### src/hw/pixel_pkg.sv
package pixel_pkg;

    // ********************
    // colour and mode widths
    // ********************
    localparam int CHAN_W = 8;
    localparam int MODE_W = 2;

    // code 3 of the mixer source select is reserved.
    localparam logic [MODE_W-1:0] MODE_CAM1 = 2'd0;
    localparam logic [MODE_W-1:0] MODE_CAM2 = 2'd1;
    localparam logic [MODE_W-1:0] MODE_AVG  = 2'd2;

    // ********************
    // one rgb565 word seen as bytes or as fields
    // ********************
    typedef struct packed {
        logic [7:0] hi;
        logic [7:0] lo;
    } pix_bytes_t;

    typedef struct packed {
        logic [4:0] r5;
        logic [5:0] g6;
        logic [4:0] b5;
    } pix_fields_t;

    typedef union packed {
        pix_bytes_t  bytes;
        pix_fields_t fields;
    } pix_word_u;

endpackage

### src/hw/view_regs_pkg.sv
package view_regs_pkg;

    // ********************
    // apb port widths
    // ********************
    localparam int APB_AW = 4;
    localparam int APB_DW = 32;

    // width of the shown and dropped counters.
    localparam int CNT_W = 16;

    // ********************
    // register map
    // ********************
    localparam logic [APB_AW-1:0] ADDR_CTRL  = 4'h0;
    localparam logic [APB_AW-1:0] ADDR_SHOWN = 4'h4;
    localparam logic [APB_AW-1:0] ADDR_DROP  = 4'h8;

    // ctrl layout.
    localparam int CTRL_EN_BIT   = 0;
    localparam int CTRL_MODE_LSB = 1;

endpackage

### src/hw/cam_pixel_unpack.sv
module cam_pixel_unpack (
    input  logic                         clk,
    input  logic                         rst_n,
    input  logic                         vsync,
    input  logic                         href,
    input  logic                         byte_en,
    input  logic [7:0]                   data,
    output logic                         pix_valid,
    output logic [pixel_pkg::CHAN_W-1:0] pix_r,
    output logic [pixel_pkg::CHAN_W-1:0] pix_g,
    output logic [pixel_pkg::CHAN_W-1:0] pix_b
);
    import pixel_pkg::*;

    logic      phase;
    logic      take;
    logic      pair_done;
    pix_word_u word_q;
    pix_word_u word_d;

    // a byte counts only inside a line and outside frame sync.
    assign take      = byte_en && href && !vsync;
    assign pair_done = take && phase;

    // incoming byte merged into the held word.
    always_comb begin
        word_d = word_q;
        if (take) begin
            if (phase) begin
                word_d.bytes.lo = data;
            end else begin
                word_d.bytes.hi = data;
            end
        end
    end

    always_ff @(posedge clk or negedge rst_n) begin
        if (!rst_n) begin
            phase     <= 1'b0;
            pix_valid <= 1'b0;
        end else begin
            pix_valid <= pair_done;
            if (!href || vsync) begin
                phase <= 1'b0;
            end else if (take) begin
                phase <= ~phase;
            end
        end
    end

    always_ff @(posedge clk) begin
        word_q <= word_d;
        if (pair_done) begin
            pix_r <= {word_d.fields.r5, 3'b000};
            pix_g <= {word_d.fields.g6, 2'b00};
            pix_b <= {word_d.fields.b5, 3'b000};
        end
    end

    // pairs need two accepted bytes, so pulses never touch.
    a_valid_single : assert property (
        @(posedge clk) disable iff (!rst_n) pix_valid |=> !pix_valid
    );

endmodule

### src/hw/view_mixer.sv
module view_mixer (
    input  logic                         clk,
    input  logic                         rst_n,
    input  logic                         enable,
    input  logic [pixel_pkg::MODE_W-1:0] mode,
    input  logic                         a_valid,
    input  logic [pixel_pkg::CHAN_W-1:0] a_r,
    input  logic [pixel_pkg::CHAN_W-1:0] a_g,
    input  logic [pixel_pkg::CHAN_W-1:0] a_b,
    input  logic                         b_valid,
    input  logic [pixel_pkg::CHAN_W-1:0] b_r,
    input  logic [pixel_pkg::CHAN_W-1:0] b_g,
    input  logic [pixel_pkg::CHAN_W-1:0] b_b,
    output logic                         disp_valid,
    output logic [pixel_pkg::CHAN_W-1:0] disp_r,
    output logic [pixel_pkg::CHAN_W-1:0] disp_g,
    output logic [pixel_pkg::CHAN_W-1:0] disp_b,
    output logic                         drop
);
    import pixel_pkg::*;

    logic              a_full;
    logic              b_full;
    logic              a_have;
    logic              b_have;
    logic              avg_on;
    logic              fire;
    logic [CHAN_W-1:0] a_hold_r, a_hold_g, a_hold_b;
    logic [CHAN_W-1:0] b_hold_r, b_hold_g, b_hold_b;
    logic [CHAN_W-1:0] a_eff_r, a_eff_g, a_eff_b;
    logic [CHAN_W-1:0] b_eff_r, b_eff_g, b_eff_b;

    function automatic logic [CHAN_W-1:0] avg2(input logic [CHAN_W-1:0] x,
                                               input logic [CHAN_W-1:0] y);
        logic [CHAN_W:0] sum;
        sum = {1'b0, x} + {1'b0, y};
        return sum[CHAN_W:1];
    endfunction

    // ********************
    // average mode holds
    // ********************
    // a fresh pixel wins over the one in its hold.
    assign a_eff_r = a_valid ? a_r : a_hold_r;
    assign a_eff_g = a_valid ? a_g : a_hold_g;
    assign a_eff_b = a_valid ? a_b : a_hold_b;
    assign b_eff_r = b_valid ? b_r : b_hold_r;
    assign b_eff_g = b_valid ? b_g : b_hold_g;
    assign b_eff_b = b_valid ? b_b : b_hold_b;

    assign a_have = a_valid || a_full;
    assign b_have = b_valid || b_full;
    assign avg_on = enable && (mode == MODE_AVG);

    always_comb begin
        fire = 1'b0;
        if (enable) begin
            case (mode)
                MODE_CAM1: fire = a_valid;
                MODE_CAM2: fire = b_valid;
                MODE_AVG:  fire = a_have && b_have;
                default:   fire = 1'b0;
            endcase
        end
    end

    always_ff @(posedge clk or negedge rst_n) begin
        if (!rst_n) begin
            disp_valid <= 1'b0;
            drop       <= 1'b0;
            a_full     <= 1'b0;
            b_full     <= 1'b0;
        end else begin
            disp_valid <= fire;
            // at most one hold is ever full, so the other one is empty here.
            drop       <= avg_on && ((a_valid && a_full) || (b_valid && b_full));
            if (!avg_on || fire) begin
                a_full <= 1'b0;
                b_full <= 1'b0;
            end else begin
                if (a_valid) a_full <= 1'b1;
                if (b_valid) b_full <= 1'b1;
            end
        end
    end

    always_ff @(posedge clk) begin
        if (a_valid) begin
            a_hold_r <= a_r;
            a_hold_g <= a_g;
            a_hold_b <= a_b;
        end
        if (b_valid) begin
            b_hold_r <= b_r;
            b_hold_g <= b_g;
            b_hold_b <= b_b;
        end
        if (fire) begin
            case (mode)
                MODE_CAM1: begin
                    disp_r <= a_r;
                    disp_g <= a_g;
                    disp_b <= a_b;
                end
                MODE_CAM2: begin
                    disp_r <= b_r;
                    disp_g <= b_g;
                    disp_b <= b_b;
                end
                default: begin
                    disp_r <= avg2(a_eff_r, b_eff_r);
                    disp_g <= avg2(a_eff_g, b_eff_g);
                    disp_b <= avg2(a_eff_b, b_eff_b);
                end
            endcase
        end
    end

    a_no_pass_drop : assert property (
        @(posedge clk) disable iff (!rst_n)
        (mode == MODE_CAM1 || mode == MODE_CAM2) |=> !drop
    );

    // the register block must never hand over the reserved code.
    a_mode_legal : assert property (
        @(posedge clk) disable iff (!rst_n)
        mode == MODE_CAM1 || mode == MODE_CAM2 || mode == MODE_AVG
    );

endmodule

### src/hw/view_regs.sv
module view_regs (
    input  logic                             clk,
    input  logic                             rst_n,
    input  logic                             psel,
    input  logic                             penable,
    input  logic                             pwrite,
    input  logic [view_regs_pkg::APB_AW-1:0] paddr,
    input  logic [view_regs_pkg::APB_DW-1:0] pwdata,
    input  logic                             disp_valid,
    input  logic                             drop,
    output logic [view_regs_pkg::APB_DW-1:0] prdata,
    output logic                             pready,
    output logic                             pslverr,
    output logic                             enable,
    output logic [pixel_pkg::MODE_W-1:0]     mode
);
    import pixel_pkg::*;
    import view_regs_pkg::*;

    logic              access;
    logic              wr;
    logic              addr_ok;
    logic              mode_ok;
    logic              ctrl_wr;
    logic              cnt_clr;
    logic [MODE_W-1:0] wr_mode;
    logic [CNT_W-1:0]  shown_cnt;
    logic [CNT_W-1:0]  drop_cnt;

    // ********************
    // apb decode
    // ********************
    assign pready  = 1'b1;
    assign access  = psel && penable;
    assign wr      = access && pwrite;
    assign wr_mode = pwdata[CTRL_MODE_LSB +: MODE_W];
    assign addr_ok = paddr inside {ADDR_CTRL, ADDR_SHOWN, ADDR_DROP};
    assign mode_ok = wr_mode inside {MODE_CAM1, MODE_CAM2, MODE_AVG};
    assign ctrl_wr = wr && (paddr == ADDR_CTRL) && mode_ok;
    assign cnt_clr = wr && (paddr == ADDR_SHOWN);

    assign pslverr = access && (!addr_ok || (pwrite && (paddr == ADDR_CTRL) && !mode_ok));

    always_comb begin
        prdata = '0;
        if (access && !pwrite) begin
            case (paddr)
                ADDR_CTRL: begin
                    prdata[CTRL_EN_BIT]              = enable;
                    prdata[CTRL_MODE_LSB +: MODE_W] = mode;
                end
                ADDR_SHOWN: prdata[CNT_W-1:0] = shown_cnt;
                ADDR_DROP:  prdata[CNT_W-1:0] = drop_cnt;
                default:    prdata = '0;
            endcase
        end
    end

    // ********************
    // control and counters
    // ********************
    always_ff @(posedge clk or negedge rst_n) begin
        if (!rst_n) begin
            enable    <= 1'b0;
            mode      <= MODE_CAM1;
            shown_cnt <= '0;
            drop_cnt  <= '0;
        end else begin
            if (ctrl_wr) begin
                enable <= pwdata[CTRL_EN_BIT];
                mode   <= wr_mode;
            end
            // clear beats a count in the same cycle.
            if (cnt_clr) begin
                shown_cnt <= '0;
                drop_cnt  <= '0;
            end else begin
                if (disp_valid && shown_cnt != {CNT_W{1'b1}}) shown_cnt <= shown_cnt + 1'b1;
                if (drop && drop_cnt != {CNT_W{1'b1}}) drop_cnt <= drop_cnt + 1'b1;
            end
        end
    end

    // an error only ends an access phase, and a rejected write leaves ctrl alone.
    a_err_access : assert property (
        @(posedge clk) disable iff (!rst_n)
        pslverr |-> (psel && penable) ##1 ($stable(enable) && $stable(mode))
    );

endmodule

### src/hw/dual_cam_view.sv
module dual_cam_view (
    input  logic                             clk,
    input  logic                             rst_n,

    input  logic                             cam1_vsync,
    input  logic                             cam1_href,
    input  logic                             cam1_byte_en,
    input  logic [7:0]                       cam1_data,

    input  logic                             cam2_vsync,
    input  logic                             cam2_href,
    input  logic                             cam2_byte_en,
    input  logic [7:0]                       cam2_data,

    input  logic                             psel,
    input  logic                             penable,
    input  logic                             pwrite,
    input  logic [view_regs_pkg::APB_AW-1:0] paddr,
    input  logic [view_regs_pkg::APB_DW-1:0] pwdata,
    output logic [view_regs_pkg::APB_DW-1:0] prdata,
    output logic                             pready,
    output logic                             pslverr,

    output logic                             disp_valid,
    output logic [pixel_pkg::CHAN_W-1:0]     disp_r,
    output logic [pixel_pkg::CHAN_W-1:0]     disp_g,
    output logic [pixel_pkg::CHAN_W-1:0]     disp_b
);
    import pixel_pkg::*;

    logic              cam1_valid, cam2_valid;
    logic [CHAN_W-1:0] cam1_r, cam1_g, cam1_b;
    logic [CHAN_W-1:0] cam2_r, cam2_g, cam2_b;
    logic              enable;
    logic [MODE_W-1:0] mode;
    logic              drop;

    // ********************
    // camera byte unpack
    // ********************
    cam_pixel_unpack u_cam1_unpack (
        .clk      (clk         ),
        .rst_n    (rst_n       ),
        .vsync    (cam1_vsync  ),
        .href     (cam1_href   ),
        .byte_en  (cam1_byte_en),
        .data     (cam1_data   ),
        .pix_valid(cam1_valid  ),
        .pix_r    (cam1_r      ),
        .pix_g    (cam1_g      ),
        .pix_b    (cam1_b      )
    );

    cam_pixel_unpack u_cam2_unpack (
        .clk      (clk         ),
        .rst_n    (rst_n       ),
        .vsync    (cam2_vsync  ),
        .href     (cam2_href   ),
        .byte_en  (cam2_byte_en),
        .data     (cam2_data   ),
        .pix_valid(cam2_valid  ),
        .pix_r    (cam2_r      ),
        .pix_g    (cam2_g      ),
        .pix_b    (cam2_b      )
    );

    // camera 1 feeds port a, camera 2 feeds port b.
    view_mixer u_mixer (
        .clk       (clk       ),
        .rst_n     (rst_n     ),
        .enable    (enable    ),
        .mode      (mode      ),
        .a_valid   (cam1_valid),
        .a_r       (cam1_r    ),
        .a_g       (cam1_g    ),
        .a_b       (cam1_b    ),
        .b_valid   (cam2_valid),
        .b_r       (cam2_r    ),
        .b_g       (cam2_g    ),
        .b_b       (cam2_b    ),
        .disp_valid(disp_valid),
        .disp_r    (disp_r    ),
        .disp_g    (disp_g    ),
        .disp_b    (disp_b    ),
        .drop      (drop      )
    );

    view_regs u_regs (
        .clk       (clk       ),
        .rst_n     (rst_n     ),
        .psel      (psel      ),
        .penable   (penable   ),
        .pwrite    (pwrite    ),
        .paddr     (paddr     ),
        .pwdata    (pwdata    ),
        .disp_valid(disp_valid),
        .drop      (drop      ),
        .prdata    (prdata    ),
        .pready    (pready    ),
        .pslverr   (pslverr   ),
        .enable    (enable    ),
        .mode      (mode      )
    );

endmodule

### config.mk
export PLATFORM = sky130hd
export DESIGN_NAME = dual_cam_view
export DESIGN_NICKNAME = d
export VERILOG_FILES = /design/src/hw/pixel_pkg.sv /design/src/hw/view_regs_pkg.sv /design/src/hw/cam_pixel_unpack.sv /design/src/hw/view_mixer.sv /design/src/hw/view_regs.sv /design/src/hw/dual_cam_view.sv
export SDC_FILE = /design/constraint.sdc
export NUM_CORES = 1
export LEC_CHECK = 0
export BUFFER_PORTS_ARGS = -buffer_cell sky130_fd_sc_hd__buf_2
export CAP_MARGIN = 15
export CORE_AREA = 2 2 124 126
export CTS_BUF_LIST = sky130_fd_sc_hd__clkbuf_2
export DETAILED_ROUTE_END_ITERATION = 6
export DIE_AREA = 0 0 126 128
export HOLD_SLACK_MARGIN = 0.02
export PLACE_DENSITY = 0.78
export SYNTH_ARGS = -nofsm -noshare
export SYNTH_HDL_FRONTEND = slang
export SYNTH_HIERARCHICAL = 1
export SYNTH_SLANG_ARGS = --single-unit
export TNS_END_PERCENT = 1
### constraint.sdc
create_clock -name clk -period 4.5 [get_ports clk]
set_input_delay 0.225 -clock clk [delete_from_list [all_inputs] [get_ports clk]]
set_output_delay 0.225 -clock clk [all_outputs]
set_load 0.01 [all_outputs]
==> reports/metrics.cfg <==
[outcome]
status=completed

[logic_synthesis]
ys.flop_type=dfxtp_1
synthArstFlopShare_pct=24.0
yosysWarnings=6
ys_seq_area_share_pct=50.6
ys_seq_elements=179
yosys.cell_types.count=67
avgSynthCellArea_sq_um=11.9
synth_area_sq_um=8610
synthCells=726
synth-edff-count=56

[floorplanning]
fp.dieArea_sq_um=16100
core_region_area_sq_um=14900
ios=122
std_cell_rows=45
chipHeight_um=128
initial_core_util_pct=57.9
die_w_um=126

[worst_setup_path]
worstPathArrival_ps=3650
startpoint_type=register
worstPathCellList=mux2_2 > ha_1 > nor2b_1 > o31ai_1 > nand2b_1 > a211oi_1 > o22ai_1
path_class=register to register
crit_path_top_delay_cell=dfrtp_1
cp_num_buf_inv=0
cp-end-kind=register
cp_max_fo=19
max_stage_delay_ps=1000
worstPathRequired_ps=5040
cp_top_family=flip-flops

[sta]
setup_viol=0
post-route-period-util_pct=69.1
maxSlewHeadroom_pct=32.0
slew_viol_final=0
setup_ws_ps=1390
fmax_ghz=0.322
worst_slew_pin_slew_ps=1020
tns_ps=0
hold_viol=0
fin_crit_ps=3110
hold-worst-slack_ps=82.5
fin_skew_ps=25.5
rsz0062_at_grt=false

[detailed_routing]
drt-total-wl_mm=17.6
num_vias=5864
via_per_inst=5.69
dr.pass1.iters=7
drtAntennaViolNets=0
routedWlPerCell_um=17.0
drt-initial-drc-count=371
drc=0

[final_layout]
multiInputGateArea_sq_um=3890
mostFrequentLayoutCell=dfxtp_1
layout.area.seq_sq_um=4360
final_net_count=918
area_growth_pct=11.3
post-route-util_pct=64.5
fillers=1131
drive_above_1_share_pct=25.3
layout_common_cells=80 x dfxtp_1, 75 x buf_2, 57 x mux2_2

[place]
portBuffers=75
place_ws_ps=1380
place_congestion=0.918
post-dp-hpwl_mm=12.2

[cts]
clock_sinks=179
h-tree-depth=4
cts_max_path_buffers=2
post-cts-setup-buffer-count=0
cts-root-buf=clkbuf_2
cts_buffers=17
cts_tree=built
worstSkewPairLatency_ps=750
clk_pin_slew_ps=270

[global_routing]
gr-usage-all-layers_pct=22.3
grt_antenna_before_repair=2
grt_pass1_vias=5945
grt_pass1_wl_mm=28.8
grt_overflow=0
grt_max_degree=44

[worst_hold_path]
hp-class=input pin to register

[power_and_ir_drop]
leakagePower_nw=3.84
p_per_area_nw_per_um2=394
peakVddDrop_uv=321

[run]
drv_cap=0

synthesized netlist by cell type (8+ instances only):
cell | count | area (sq um)
a22oi_1 | 14 | 105
or3_1 | 12 | 75.1
mux2_2 | 57 | 642
xnor2_1 | 11 | 96.3
mux2i_1 | 33 | 330
inv_1 | 16 | 60.1
mux2_4 | 20 | 300
dfrtp_1 | 43 | 1080
ha_1 | 23 | 288
clkbuf_1 | 12 | 45.0
nand3_1 | 8 | 40.0
nand4_1 | 9 | 56.3
a21oi_1 | 40 | 200
nor2b_1 | 10 | 62.6
a31oi_1 | 8 | 50.1
xor2_1 | 9 | 78.8
o21a_1 | 10 | 75.1
o21ai_0 | 33 | 165
dfxtp_1 | 80 | 1600
a211oi_1 | 9 | 67.6
buf_4 | 36 | 270
o31ai_1 | 10 | 75.1
buf_2 | 8 | 40.0
nand2_1 | 34 | 128
nor2_1 | 34 | 128
edfxtp_1 | 56 | 1680
per-layer routing:
metal | global-route usage, % | share of wire (%) | vias up
li1 | - | - | 2824
met1 | 27.2 | 44 | 2859
met2 | 40.0 | 51 | 163
met3 | 4.88 | 4.3 | 18
met4 | 6.33 | 1.1 | 0
met5 | 0 | 0 | -
repair_timing:
item	4_1_cts	5_1_grt
hold buffers	32	1
endpoints found under the hold margin	112	8
resized for setup	0	0
logic make-up after synthesis:
logic type                 Yosys count  synth area share, %
DFF                                179                 50.6
and+or+nand+nor                    161                 11.3
AOI/OAI and AO/OA                  149                 11.6
muxes                              110                 14.8
buffers and inverters               77                 5.39
adders and majority gates           26                 4.04
xor gates and xnor gates            20                 2.04
other                                4                0.174
registers in the layout (all words and copies together) (netlist names), 6 cells and up:
signal,flops
u_cam1_unpack/pix_g,6
u_cam1_unpack/word_q,16
u_cam2_unpack/pix_g,6
u_cam2_unpack/word_q,16
u_mixer/a_hold_b,8
u_mixer/a_hold_g,8
u_mixer/a_hold_r,8
u_mixer/b_hold_b,8
u_mixer/b_hold_g,8
u_mixer/b_hold_r,8
u_mixer/disp_b,8
u_mixer/disp_g,8
u_mixer/disp_r,8
u_regs/drop_cnt,16
u_regs/shown_cnt,16
report_power, final:
group / switching (W) / leakage [nW] / internal (W)
clock network: 0.000589 / 0.140 / 0.000218
logic: 0.000452 / 2.02 / 0.000430
registers: 0.000167 / 1.68 / 0.00191
per-stage QoR:
| stage | instances | instance area [sq um] | power [W] |
|---|---|---|---|
| 4_1_cts | 1026 | 9520 | 0.00378 |
| 3_5_place_dp | 962 | 8960 | 0.00295 |
| 5_1_grt | 1031 | 9580 | 0.00398 |
| 3_3_place_gp | 962 | 8960 | 0.00290 |
| 6_report | 1031 | 9580 | 0.00377 |
| 2_1_floorplan | 755 | 8720 | 0.00276 |
final timing paths:
kind	startpoint	to	slack, ps	cells past startpoint
setup / recovery	u_cam2_unpack/pix_valid	u_mixer/disp_r[5]	1390	7
hold / removal	cam1_byte_en	u_cam1_unpack/word_q[3]	80	3
setup reg to reg	u_cam2_unpack/pix_valid	u_mixer/disp_r[5]	1390	7
hold reg to reg	u_cam1_unpack/word_q[14]	u_cam1_unpack/word_q[14]	510	1
max in group asynchronous	rst_n	u_regs/shown_cnt[4]	3600	4
min in group asynchronous	rst_n	u_cam1_unpack/pix_valid	400	3
tightest hold or removal path, cell delays in order:
cell	delay (ps)
buf_2	120
nand4b_2	250
mux2_2	210
cell type report:
type / instances / share of cell area [%]
clock inverters: 15 / 1.58
repair buffers: 116 / 8.31
diodes: 1 / 0.0261
multi-input cells: 499 / 40.6
inverters: 16 / 0.627
clock buffers: 17 / 0.888
well taps: 188 / 2.45
flip-flops and latches: 179 / 45.5
No activity file was read; power rests on OpenSTA's default activity.
